## src/hdl/distrib_pkg.sv

```systemverilog
// ----------------------------------------------------------------------------
// types and constants for the issue-stage instruction distributor
// slot masks, rank vectors, port vectors and rotation pointers
// ----------------------------------------------------------------------------
package distrib_pkg;

  // decode width and execution port layout
  localparam int num_slots  = 10;
  localparam int num_ports  = 9;
  localparam int group_size = 3;

  // ranked slots pulled out of each class mask
  localparam int max_rank = 6;

  // one-hot slot select, or a class mask over all slots
  typedef logic [num_slots-1:0] slot_mask_t;

  // an empty port carries all ones
  localparam slot_mask_t no_slot = '1;

  // number of set slots in a mask, 0 to num_slots
  typedef logic [3:0] slot_cnt_t;

  // rank k is the k-th set slot of a class, lowest slot first
  typedef slot_mask_t [max_rank-1:0] rank_vec_t;

  // one decoded bundle split by instruction class
  typedef struct packed {
    slot_mask_t alu;
    slot_mask_t shift;
    slot_mask_t load;
    slot_mask_t store;
  } class_masks_t;

  // one slot select per execution port, index = port number
  typedef slot_mask_t [num_ports-1:0] port_vec_t;

  // one-hot rotation pointer for a three-port group
  typedef logic [group_size-1:0] rot_t;

  // pointers come out of reset at bit 0, i.e. no rotation
  localparam rot_t rot_reset = rot_t'(1);

endpackage

```

## src/hdl/distrib_top.sv

```systemverilog
// ----------------------------------------------------------------------------
// instruction distributor top: class selectors, placement, rotation, pointers
// ----------------------------------------------------------------------------
`timescale 1ns/100ps

module distrib_top (
  input  logic                      clk,
  input  logic                      rst,
  input  logic                      stall,
  input  distrib_pkg::class_masks_t bundle,
  output distrib_pkg::port_vec_t    ports
);

  distrib_pkg::rank_vec_t alu_ranks;
  distrib_pkg::rank_vec_t shift_ranks;
  distrib_pkg::rank_vec_t load_ranks;
  distrib_pkg::rank_vec_t store_ranks;

  distrib_pkg::slot_cnt_t alu_count;
  distrib_pkg::slot_cnt_t shift_count;
  distrib_pkg::slot_cnt_t load_count;
  distrib_pkg::slot_cnt_t store_count;

  distrib_pkg::port_vec_t logical_ports;
  distrib_pkg::rot_t      load_rot;
  distrib_pkg::rot_t      shift_rot;

  slot_select u_alu_sel (
    .mask  (bundle.alu),
    .ranks (alu_ranks),
    .count (alu_count)
  );

  slot_select u_shift_sel (
    .mask  (bundle.shift),
    .ranks (shift_ranks),
    .count (shift_count)
  );

  slot_select u_load_sel (
    .mask  (bundle.load),
    .ranks (load_ranks),
    .count (load_count)
  );

  slot_select u_store_sel (
    .mask  (bundle.store),
    .ranks (store_ranks),
    .count (store_count)
  );

  port_assign u_assign (
    .alu_ranks     (alu_ranks),
    .shift_ranks   (shift_ranks),
    .load_ranks    (load_ranks),
    .store_ranks   (store_ranks),
    .alu_count     (alu_count),
    .shift_count   (shift_count),
    .load_count    (load_count),
    .store_count   (store_count),
    .logical_ports (logical_ports)
  );

  // ports use this cycle's pointers, the counts only move them for the next
  rotation_ctrl u_rot_ctrl (
    .clk         (clk),
    .rst         (rst),
    .stall       (stall),
    .load_count  (load_count),
    .shift_count (shift_count),
    .load_rot    (load_rot),
    .shift_rot   (shift_rot)
  );

  port_rotate u_rotate (
    .logical_ports (logical_ports),
    .load_rot      (load_rot),
    .shift_rot     (shift_rot),
    .ports         (ports)
  );

endmodule

```

## src/hdl/port_assign.sv

```systemverilog
// ----------------------------------------------------------------------------
// unrotated placement of ranked slots onto the nine execution ports
// stores, then loads, then alu ops upward; shifts downward from port 8
// ----------------------------------------------------------------------------
`timescale 1ns/100ps

module port_assign (
  input  distrib_pkg::rank_vec_t alu_ranks,
  input  distrib_pkg::rank_vec_t shift_ranks,
  input  distrib_pkg::rank_vec_t load_ranks,
  input  distrib_pkg::rank_vec_t store_ranks,
  input  distrib_pkg::slot_cnt_t alu_count,
  input  distrib_pkg::slot_cnt_t shift_count,
  input  distrib_pkg::slot_cnt_t load_count,
  input  distrib_pkg::slot_cnt_t store_count,
  output distrib_pkg::port_vec_t logical_ports
);

  // selects rank idx of a class; anything past max_rank is empty
  function automatic distrib_pkg::slot_mask_t pick(
    input distrib_pkg::rank_vec_t ranks,
    input int                     idx
  );
    distrib_pkg::slot_mask_t sel;
    sel = distrib_pkg::no_slot;
    for (int k = 0; k < distrib_pkg::max_rank; k++) begin
      if (k == idx) begin
        sel = ranks[k];
      end
    end
    return sel;
  endfunction

  // store and load slots together, these fill ports from 0 upward
  int mem_count;

  assign mem_count = int'(store_count) + int'(load_count);

  always_comb begin : place
    int alu_idx;
    int shift_idx;

    alu_idx = 0;
    for (int p = 0; p < distrib_pkg::num_ports; p++) begin
      // shift rank k sits on port 8-k
      shift_idx = distrib_pkg::num_ports - 1 - p;

      if (p < int'(store_count)) begin
        logical_ports[p] = pick(store_ranks, p);
      end else if (p < mem_count) begin
        logical_ports[p] = pick(load_ranks, p - int'(store_count));
      end else if (shift_idx < int'(shift_count)) begin
        logical_ports[p] = pick(shift_ranks, shift_idx);
      end else if (alu_idx < int'(alu_count)) begin
        // alu ops take whatever the memory ops and shifts leave free
        logical_ports[p] = pick(alu_ranks, alu_idx);
        alu_idx++;
      end else begin
        logical_ports[p] = distrib_pkg::no_slot;
      end
    end
  end

endmodule

```

## src/hdl/port_rotate.sv

```systemverilog
// ----------------------------------------------------------------------------
// rotation of the three port groups by the load and shift pointers
// ----------------------------------------------------------------------------
`timescale 1ns/100ps

module port_rotate (
  input  distrib_pkg::port_vec_t logical_ports,
  input  distrib_pkg::rot_t      load_rot,
  input  distrib_pkg::rot_t      shift_rot,
  output distrib_pkg::port_vec_t ports
);

  genvar g, i;
  generate
    for (g = 0; g < distrib_pkg::num_ports / distrib_pkg::group_size; g++) begin : g_group
      distrib_pkg::rot_t grp_rot;

      // memory groups follow the load pointer, the last group the shift pointer
      if (g == distrib_pkg::num_ports / distrib_pkg::group_size - 1) begin : g_shift
        assign grp_rot = shift_rot;
      end else begin : g_load
        assign grp_rot = load_rot;
      end

      // pointer at bit r: physical base+i carries logical base+((i+r) mod 3)
      for (i = 0; i < distrib_pkg::group_size; i++) begin : g_port
        localparam int base = g * distrib_pkg::group_size;
        localparam int step1 = base + (i + 1) % distrib_pkg::group_size;
        localparam int step2 = base + (i + 2) % distrib_pkg::group_size;

        assign ports[base+i] = grp_rot[1] ? logical_ports[step1] :
                               grp_rot[2] ? logical_ports[step2] :
                                            logical_ports[base+i];
      end
    end
  endgenerate

endmodule

```

## src/hdl/rotation_ctrl.sv

```systemverilog
// ----------------------------------------------------------------------------
// load and shift rotation pointers, advanced by count mod 3 each cycle
// ----------------------------------------------------------------------------
`timescale 1ns/100ps

module rotation_ctrl (
  input  logic                   clk,
  input  logic                   rst,
  input  logic                   stall,
  input  distrib_pkg::slot_cnt_t load_count,
  input  distrib_pkg::slot_cnt_t shift_count,
  output distrib_pkg::rot_t      load_rot,
  output distrib_pkg::rot_t      shift_rot
);

  // moves a one-hot pointer forward by cnt mod 3 places, bit r to bit r+1
  function automatic distrib_pkg::rot_t advance(
    input distrib_pkg::rot_t      ptr,
    input distrib_pkg::slot_cnt_t cnt
  );
    distrib_pkg::rot_t nxt;
    case (int'(cnt) % distrib_pkg::group_size)
      1:       nxt = {ptr[1:0], ptr[2]};
      2:       nxt = {ptr[0], ptr[2:1]};
      default: nxt = ptr;
    endcase
    return nxt;
  endfunction

  distrib_pkg::rot_t load_rot_next;
  distrib_pkg::rot_t shift_rot_next;

  assign load_rot_next  = advance(load_rot, load_count);
  assign shift_rot_next = advance(shift_rot, shift_count);

  // stall holds both pointers so a replayed bundle sees the same layout
  always_ff @(posedge clk) begin
    if (rst) begin
      load_rot  <= distrib_pkg::rot_reset;
      shift_rot <= distrib_pkg::rot_reset;
    end else if (!stall) begin
      load_rot  <= load_rot_next;
      shift_rot <= shift_rot_next;
    end
  end

endmodule

```

## src/hdl/slot_select.sv

```systemverilog
// ----------------------------------------------------------------------------
// ranked slot extraction for one instruction class mask
// ----------------------------------------------------------------------------
`timescale 1ns/100ps

module slot_select (
  input  distrib_pkg::slot_mask_t mask,
  output distrib_pkg::rank_vec_t  ranks,
  output distrib_pkg::slot_cnt_t  count
);

  // prefix[j] counts the set bits of mask below slot j
  distrib_pkg::slot_cnt_t prefix [distrib_pkg::num_slots+1];

  // raw rank hits, zero when the class has too few slots
  distrib_pkg::slot_mask_t hit [distrib_pkg::max_rank];

  always_comb begin
    prefix[0] = '0;
    for (int j = 0; j < distrib_pkg::num_slots; j++) begin
      prefix[j+1] = prefix[j] + distrib_pkg::slot_cnt_t'(mask[j]);
    end
  end

  // slot j is rank k when it is set and exactly k set slots sit below it
  genvar k, j;
  generate
    for (k = 0; k < distrib_pkg::max_rank; k++) begin : g_rank
      for (j = 0; j < distrib_pkg::num_slots; j++) begin : g_slot
        assign hit[k][j] = mask[j] && (prefix[j] == distrib_pkg::slot_cnt_t'(k));
      end

      // missing ranks read as an empty slot
      assign ranks[k] = (|hit[k]) ? hit[k] : distrib_pkg::no_slot;
    end
  endgenerate

  assign count = prefix[distrib_pkg::num_slots];

endmodule

```

## config.mk

```make
export PLATFORM = sky130hd
export DESIGN_NAME = distrib_top
export DESIGN_NICKNAME = d
export VERILOG_FILES = /design/src/hdl/distrib_pkg.sv /design/src/hdl/distrib_top.sv /design/src/hdl/port_assign.sv /design/src/hdl/port_rotate.sv /design/src/hdl/rotation_ctrl.sv /design/src/hdl/slot_select.sv
export SDC_FILE = /design/constraint.sdc
export NUM_CORES = 1
export LEC_CHECK = 0
export BUFFER_PORTS_ARGS = -buffer_cell sky130_fd_sc_hd__buf_4
export CAP_MARGIN = 40
export CORE_MARGIN = 2
export CORE_UTILIZATION = 33
export DETAILED_ROUTE_END_ITERATION = 10
export GPL_TIMING_DRIVEN = 1
export PLACE_DENSITY = 0.47
export SYNTH_ARGS = -nofsm -noshare
export SYNTH_HDL_FRONTEND = slang
export SYNTH_HIERARCHICAL = 1
export SYNTH_SLANG_ARGS = --single-unit
```

## constraint.sdc

```tcl
create_clock -name clk -period 21.6 [get_ports clk]
set_input_delay 0 -clock clk [delete_from_list [all_inputs] [get_ports clk]]
set_output_delay 0 -clock clk [all_outputs]
set_load 0.01 [all_outputs]
```

Word-level counts from Yosys, hierarchy flattened

Cells that the tools add are included.

Memory bits (writable): 0
Latch bits: 0
Memory bits (read-only): 0
Flip-flop bits (word level): 6
Memories kept: 0

Shift operators: 0
Equal/unequal tests: 249
Div/mod/pow operators: 2
Add/sub/neg operators: 53
Muxes and demuxes: 214
Bitwise operators: 1
$mul: 0
Order comparisons: 36
Reduce and logical (&&, ||, !) cells: 281

Operator list:

| cell                                                   | count |
|---|---|
| 2-to-1 mux 10 bit                                      | 180 |
| equality test 3 x 32 -> 1 bit (first input constant)   | 34 |
| equality test 4 x 32 -> 1 bit (first input constant)   | 34 |
| 2-to-1 mux 32 bit                                      | 31 |
| equality test 2 x 32 -> 1 bit (first input constant)   | 17 |
| logical NOT 32 bit                                     | 17 |
| equality test 4 x 2 -> 1 bit (second input constant)   | 64 |
| equality test 4 x 3 -> 1 bit (second input constant)   | 64 |
| < comparator 32 x 5 -> 1 bit                           | 8 |
| adder 32 x 2 -> 32 bit (second input constant)         | 7 |
| logical AND 1 bit                                      | 200 |
| logical NOT 4 bit                                      | 36 |
| adder 4 x 1 -> 4 bit                                   | 32 |
| equality test 4 x 1 -> 1 bit (second input constant)   | 32 |
| < comparator 4 x 32 -> 1 bit (first input constant)    | 4 |
| OR reduction 8 bit                                     | 16 |
| equality test 32 x 1 -> 1 bit (second input constant)  | 2 |
| equality test 32 x 2 -> 1 bit (second input constant)  | 2 |
| < comparator 3 x 32 -> 1 bit (first input constant)    | 2 |
| remainder unit 5 x 3 -> 32 bit (second input constant) | 2 |
| OR reduction 10 bit                                    | 4 |
| OR reduction 9 bit                                     | 4 |
| < comparator 1 x 32 -> 1 bit (first input constant)    | 1 |
| < comparator 2 x 32 -> 1 bit (first input constant)    | 1 |
| 16 further kinds                                       | 42 |

Logic depth before layout (Yosys ltp)

Gate-level depths: netlist of the first run.

Depth after elaboration: 62
Gate-level depth with buffers: 78

By module

The synthesis of the first run kept the hierarchy.

By module, submodules not included:

| module                       | area each (sq um) | times used | sequential area each (sq um) | cells each |
|---|---|---|---|---|
| port_assign                  | 10839.1           | 1          | 0.0                          | 1724 |
| slot_select at u_alu_sel ... | 1903.1            | 2          | 0.0                          | 262 |
| port_rotate                  | 1939.4            | 1          | 0.0                          | 301 |
| slot_select at u_load_sel    | 1849.3            | 1          | 0.0                          | 291 |
| slot_select at u_store_sel   | 1801.7            | 1          | 0.0                          | 243 |
| rotation_ctrl                | 1251.2            | 1          | 120.1                        | 167 |

Least setup slack after synthesis of the first run

OpenSTA, ideal clock, no wires.

Kind: input to output
Start point: input bundle[10] (netlist bit)
End point: output ports[62] (netlist bit)
Path buffers: 3
Data arrival time: 17.746 ns
Required time: 21.600 ns
Cell stages on the path: 76
Slack: 3.854 ns
Cell sequence: fa_1 ha_1 ha_1 ha_1 ha_1 ha_1 ha_1 xnor2_1 xnor2_1 buf_2 xnor2_1 nand3_1 xnor2_1 ha_1 nor3_1 o2111ai_1 a2111o_1 or2_2 (+40 left out) o31ai_4 nand2_4 mux2i_1 ha_1 a21oi_1 nor2b_1 o21ai_0 o211a_1 o22ai_1 buf_2 ha_1 o211ai_1 a31oi_1 nor3_4 nand3_2 o31a_1 mux2i_1 o21ai_0

RTL lines:

| element            | line              | text |
|---|---|---|
| start: declaration | distrib_top.sv:10 | `input distrib_pkg::class_masks_t bundle,` |
| end: declaration   | distrib_top.sv:11 | `output distrib_pkg::port_vec_t ports` |

==> results of run 1 <==
path summary, 6_finish.rpt:
kind	start	endpoint	slack (ns)	depth (start not counted)
worst max-delay path	bundle[0]	ports[87]	1.34	79
worst max register to register	u_rot_ctrl/shift_rot[2]	u_rot_ctrl/shift_rot[1]	20.13	2
worst min-delay path	rst	u_rot_ctrl/load_rot[1]	0.0004	2
worst min register to register	u_rot_ctrl/load_rot[0]	u_rot_ctrl/load_rot[0]	0.53	2
layout by cell type, fill, tap and decap left out, drive strengths merged, types with 16 or more instances in the layout:
master    n
a21oi   187
and3     30
nand3   104
o22a     22
nand2b   44
a221oi   24
o311ai   19
nor2b    21
a31oi    40
or3      28
nand3b   30
inv     107
nand2   369
mux2     20
ha      138
a311oi   32
nor3    100
nor2    283
o211ai   86
xnor2    55
xor2     16
o31ai    62
or2      17
a21o     24
buf     254
nand4    27
mux2i   194
and2     33
nor4     38
o22ai   186
a211oi   41
o21a     23
o21bai   29
o21ai   299
layer usage:
metal,global-route usage [%],vias up
li1,-,12480
met4,11.69,2
met3,5.497,232
met2,50.54,1470
met1,44.29,13150
met5,0,-
worst max-delay path: cells and delay by family:
family          cells  cell delay, ns
simple gates       18            4.32
fa+ha+maj          16            5.11
compound gates     22            5.12
buf+inv            12            1.85
xor+xnor            6            2.22
mux                 5            1.61
kinds of logic (layout without fill, tap and decap cells):
| group | Yosys count | count (layout) |
|---|---|---|
| DFF | 6 | 6 |
| and+or+nand+nor | 1188 | 1188 |
| buffers and inverters | 359 | 366 |
| adders and majority gates | 143 | 143 |
| muxes | 224 | 224 |
| xor gates and xnor gates | 88 | 88 |
| AOI/OAI and AO/OA | 1242 | 1242 |
registers in the layout, summed over array words and instances, names as in the netlist:
register	flops
u_rot_ctrl/load_rot	3
u_rot_ctrl/shift_rot	3
area by class of cell:
| class | instances | area [um2] |
|---|---|---|
| fillers | 7069 | 40960 |
| well taps | 855 | 1070 |
| flip-flops and latches | 6 | 128.9 |
| clock buffers | 4 | 78.83 |
| inverters | 108 | 411.6 |
| repair buffers | 254 | 1958 |
| multi-input cells | 2885 | 19860 |
what timing repair did:
item,in CTS,in global routing
hold buffers,0,0
gates resized for setup,0,9
buffers inserted,0,6
endpoints found under the setup margin,0,30
stage by stage:
stage	cells	TNS, ns	area [um2]	setup WS (ns)	hold WS [ns]
2_1_floorplan	3250	0	21490	3.854	0.07214
3_3_place_gp	4076	0	23090	0.8662	0.2496
3_5_place_dp	4100	0	23310	0.5545	0.2494
4_1_cts	4104	0	23380	0.4861	0.005381
5_1_grt	4112	-0.1557	23500	-0.05091	0.009845
6_report	4112	0	23500	1.343	0.0004423
==> qor.txt, run 1 <==
Largest stage delay, worst path = 0.67 ns
HP Class = primary input to flip-flop
Count leader, synth = nand2_1
Layout area overhead = 9.381%
CTS Root Cell = clkbuf_16
Hold Violations, Final = 0
Area contributors post-synth = mux2i_1 9.0%, ha_1 8.0%, nand2_1 6.4%
Number of synthesized flops with an enable pin = 0
Clk Latency, worst-skew pair = 0.23 ns
Die X-Extent = 259.2 um
Io pins = 133
Tmin final = 20.26 ns
Core region area = 64460 um2
Post-synth top cells = 368 x nand2_1, 281 x nor2_1, 197 x o21ai_0
Total of warnings raised by yosys = 6
Post-synthesis mux area share = 11.17%
Largest family of logic cells by synthesized area = compound AO/OA/AOI/OAI gates
Row cnt = 93
DR vias = 27330
Final period util = 93.78%
Max stage delay cell, worst path = or4b_2
Unique cell type count in the Yosys netlist = 128
Initial antenna violation count = 1
Final setup viols = 0
Initial DRC Count = 3467
Final wirelength = 114.5 mm
Global-route wire length before repair = 166.1 mm
Post-synthesis compound-gate area fraction = 39.21%
Worst slew margin = 31.79%
Die ar. = 67170 um2
Critical Path Fanout Max = 14
Clk buf depth = 2
Synth Cell Area = 21490 um2
Ratio of cells with drive above 1 in the final layout = 12.99%
Initial Utilization = 33.33%
Final core occ = 36.46%
Worst clock skew = 0.0001320 ns
Yosys top cell area share = 9.037%
Worst setup SP type = primary input
Syn nets = 3436
Register area share after synthesis = 0.5590%
CTS buffer count = 3
CP Class = primary input to output port
# diodes = 0
Async SR Flop Fraction = 0%
Routed len/inst = 27.84 um
M1 WL = 49.56 mm
Max cap viols = 0
Drc violations = 0
H-tree lvl count = 1
Register bit total from synthesis = 6
Met2 Wirelength = 49.55 mm
Cell taking the most area after synthesis = mux2i_1
F_max = 49.37 MHz
Worst Path Required = 21.60 ns
Max Slew Vio Count = 0
Worst-Margin Slew = 1.023 ns
Post-synth top flop = dfxtp_1
Vias per cell = 6.647
Reg clk slew, reported paths = 0.04 ns
Cells after Synth = 3250
Die Ht = 259.2 um
Crit path top cell by count = ha_1
Global route overflow = 0
CTS tree = built
Clock Sinks = 6
Routed Antenna Nets = 0
Nets = 3444
Largest net degree at the start of global routing = 109
Length of routed met3 wiring = 10.52 mm
Worst EP arrival = 20.26 ns
PortBufs = 132
Crit end category = output port
Post-synthesis adder-cell area fraction = 8.502%
Synth Area in Simple Gates = 27.70%
Synth Area in XOR/XNOR = 5.177%
HPWL after DPL = 91.37 mm
DRT Pass-1 Iters = 9
Vias in the first global route = 25010
Top Metal Used = met5
All-Layer GR Usage = 32.29%
Synthesized area per cell = 6.611 um2
Status = finished, final reports clean
GP Congestion = 1.024
Power of run 1 is left out: the tool's default activity adds up to more than one toggle a clock period on the data nets, which glitch-free logic cannot reach.
==> run 2: changes to the inputs <==
--- a/config.mk
+++ b/config.mk
@@ -10,4 +10,5 @@
 export CORE_MARGIN = 2
 export CORE_UTILIZATION = 33
+export CTS_CLUSTER_DIAMETER = 80
 export DETAILED_ROUTE_END_ITERATION = 10
 export GPL_TIMING_DRIVEN = 1
==> constraint.sdc (replaced) <==
create_clock -name clk -period 21.6 [get_ports clk]
set_input_delay 3.24 -clock clk [delete_from_list [all_inputs] [get_ports clk]]
set_output_delay 3.24 -clock clk [all_outputs]
set_load 0.01 [all_outputs]
==> run 2 against run 1 <==
Net effect:
- clock skew barely moved
- cell count increased by 6.5%
- die area stayed put
- global-route usage rose by 2.1 points
- critical endpoint is now ports[82]
- final area rose by 13%
- utilization increased by 4.7 points
- register-to-register slack lost 0.40 ns
- first-iteration DRC count shrank 2.2%
- wire length is 6.3% higher
- non-clock buffer count up 267
- the run now ends with setup timing left
- sequential cell count unchanged
- critical path depth shrank 1
==> qor.txt, run 2 (synthesized netlist as in run 1, its figures left out) <==
Status = finished, violations left (was finished, final reports clean)
Failing checks = setup timing
DR vias = 28240 (was 27330)
Cells after DPL = 4324 (was 4100)
CTS Root Cell = clkbuf_16 (unchanged)
Hold Violations, Final = 0 (unchanged)
Clock Sinks = 6 (unchanged)
Max stage delay cell, worst path = fa_2 (was or4b_2)
Critical Path Fanout Max = 6 (was 14)
Routed Antenna Nets = 0 (unchanged)
Core region area = 64460 um2 (unchanged)
Die Ht = 259.2 um (unchanged)
# diodes = 0 (unchanged)
HPWL after DPL = 97.17 mm (was 91.37 mm)
Final period util = 100.3% (was 93.78%)
Tmin final = 21.67 ns (was 20.26 ns)
Worst setup SP type = primary input (unchanged)
FILL cells = 6841 (was 7069)
Final setup viols = 14 (was 0)
Crit end category = output port (unchanged)
CP Class = primary input to output port (unchanged)
Most frequent cells in the layout = 506 x buf_4, 368 x nand2_1, 276 x nor2_1 (was 368 x nand2_1, 279 x nor2_1, 245 x buf_4)
Ratio of cells with drive above 1 in the final layout = 22.62% (was 12.99%)
Initial DRC Count = 3390 (was 3467)
GP Congestion = 1.024 (about the same)
Max cap viols = 0 (unchanged)
HP Class = flip-flop to flip-flop (was primary input to flip-flop)
Worst-Margin Slew = 0.9519 ns (was 1.023 ns)
Final Non-Filler Cells = 4379 (was 4112)
Global route overflow = 0 (unchanged)
Worst clock skew = 0.00005379 ns (was 0.0001320 ns)
All-Layer GR Usage = 34.40% (was 32.29%)
Reg clk slew, reported paths = 0.04 ns (about the same)
Commonest non-fill, non-tap cell in the layout = buf_4 (was nand2_1)
Hold slack = 0.5417 ns (was 0.0004423 ns)
F_max = 46.15 MHz (was 49.37 MHz)
Worst EP arrival = 18.43 ns (was 20.26 ns)
Io pins = 133 (unchanged)
Final core occ = 41.18% (was 36.46%)
Largest stage delay, worst path = 0.60 ns (was 0.67 ns)
DRT Pass-1 Iters = 6 (was 9)
PortBufs = 132 (unchanged)
Initial Utilization = 33.33% (unchanged)
Die X-Extent = 259.2 um (unchanged)
CTS buffer count = 3 (unchanged)
Cell Area, Placed = 25600 um2 (was 23310 um2)
Largest net degree at the start of global routing = 109 (unchanged)
Crit path top cell by count = ha_4 (was ha_1)
Global-route wire length before repair = 175.9 mm (was 166.1 mm)
Design area = 26550 um2 (was 23500 um2)
Die ar. = 67170 um2 (unchanged)
CTS tree = built (unchanged)
Clk buf depth = 2 (unchanged)
Routed len/inst = 27.78 um (was 27.84 um)
RSZ-0062 raised after global routing = true
Worst Path Required = 18.36 ns (was 21.60 ns)
Final wirelength = 121.6 mm (was 114.5 mm)
Vias in the first global route = 26210 (was 25010)
Clk Latency, worst-skew pair = 0.23 ns (about the same)
Vias per cell = 6.449 (was 6.647)
H-tree lvl count = 1 (unchanged)
Nets = 3711 (was 3444)
Layout area overhead = 23.56% (was 9.381%)
Worst slew margin = 35.73% (was 31.79%)
Initial antenna violation count = 2 (was 1)
CTS Hold Bufs = 0 (unchanged)
Drc violations = 0 (unchanged)
Row cnt = 93 (unchanged)
Regs by FF count = u_rot_ctrl/load_rot: 3 flops, u_rot_ctrl/shift_rot: 3 flops (unchanged)
Worst Setup Slack, final = -0.07079 ns (was 1.343 ns)
Max Slew Vio Count = 0 (unchanged)
==> run 2: changes by cell type in the layout (fill, tap and decap cells not counted), sizes merged <==
cell / previous run / this run
clkinvlp: 1 / 0
buf: 254 / 521
inv: 107 / 108
==> run 2: what timing repair did <==
item,in CTS,in global routing
setup buffers,26,27
setup endpoints to repair,30,30
pin swaps,33,74
resized for setup,26,58
==> run 2: path summary, 6_finish.rpt <==
path / startpoint / end / slack (ns) / cells after the start
setup reg to reg: u_rot_ctrl/shift_rot[1] / u_rot_ctrl/shift_rot[0] / 19.73 / 4
setup / recovery: bundle[12] / ports[82] / -0.07 / 78
hold reg to reg: u_rot_ctrl/load_rot[0] / u_rot_ctrl/load_rot[0] / 0.54 / 2
hold / removal: u_rot_ctrl/load_rot[0] / u_rot_ctrl/load_rot[0] / 0.54 / 2
==> run 2: through the flow <==
step | worst slack [ns] | TNS, ns
4_1_cts | 0.003737 | 0
2_1_floorplan | 0.01984 | 0
6_report | -0.07079 | -0.4676
3_5_place_dp | -0.3317 | -6.989
5_1_grt | -0.6500 | -16.62
3_3_place_gp | -0.03020 | -0.06904
==> run 2: routing by layer <==
metal  GRT usage (%)  routed length, um
met1           48.60              54000
met2           53.45              52390
met3           4.657              10230
met4           11.43               4974
met5               0                 32
==> run 2: critical path: cells and delay by family <==
kind / cells / cell delay (ns)
compound gates: 24 / 4.41
fa+ha+maj: 15 / 3.93
simple gates: 15 / 2.82
buf+inv: 14 / 1.65
xor+xnor: 6 / 1.32
mux: 4 / 0.98
==> run 2: final cells by class <==
type / count / area (um2) / share of cell area (%)
flip-flops and latches: 6 / 130.1 / 0.4901
repair buffers: 521 / 3965 / 14.93
clock buffers: 4 / 78.83 / 0.2969
multi-input cells: 2885 / 20900 / 78.70
well taps: 855 / 1070 / 4.029
inverters: 108 / 410.4 / 1.546
Power of run 2 is left out for the same reason.
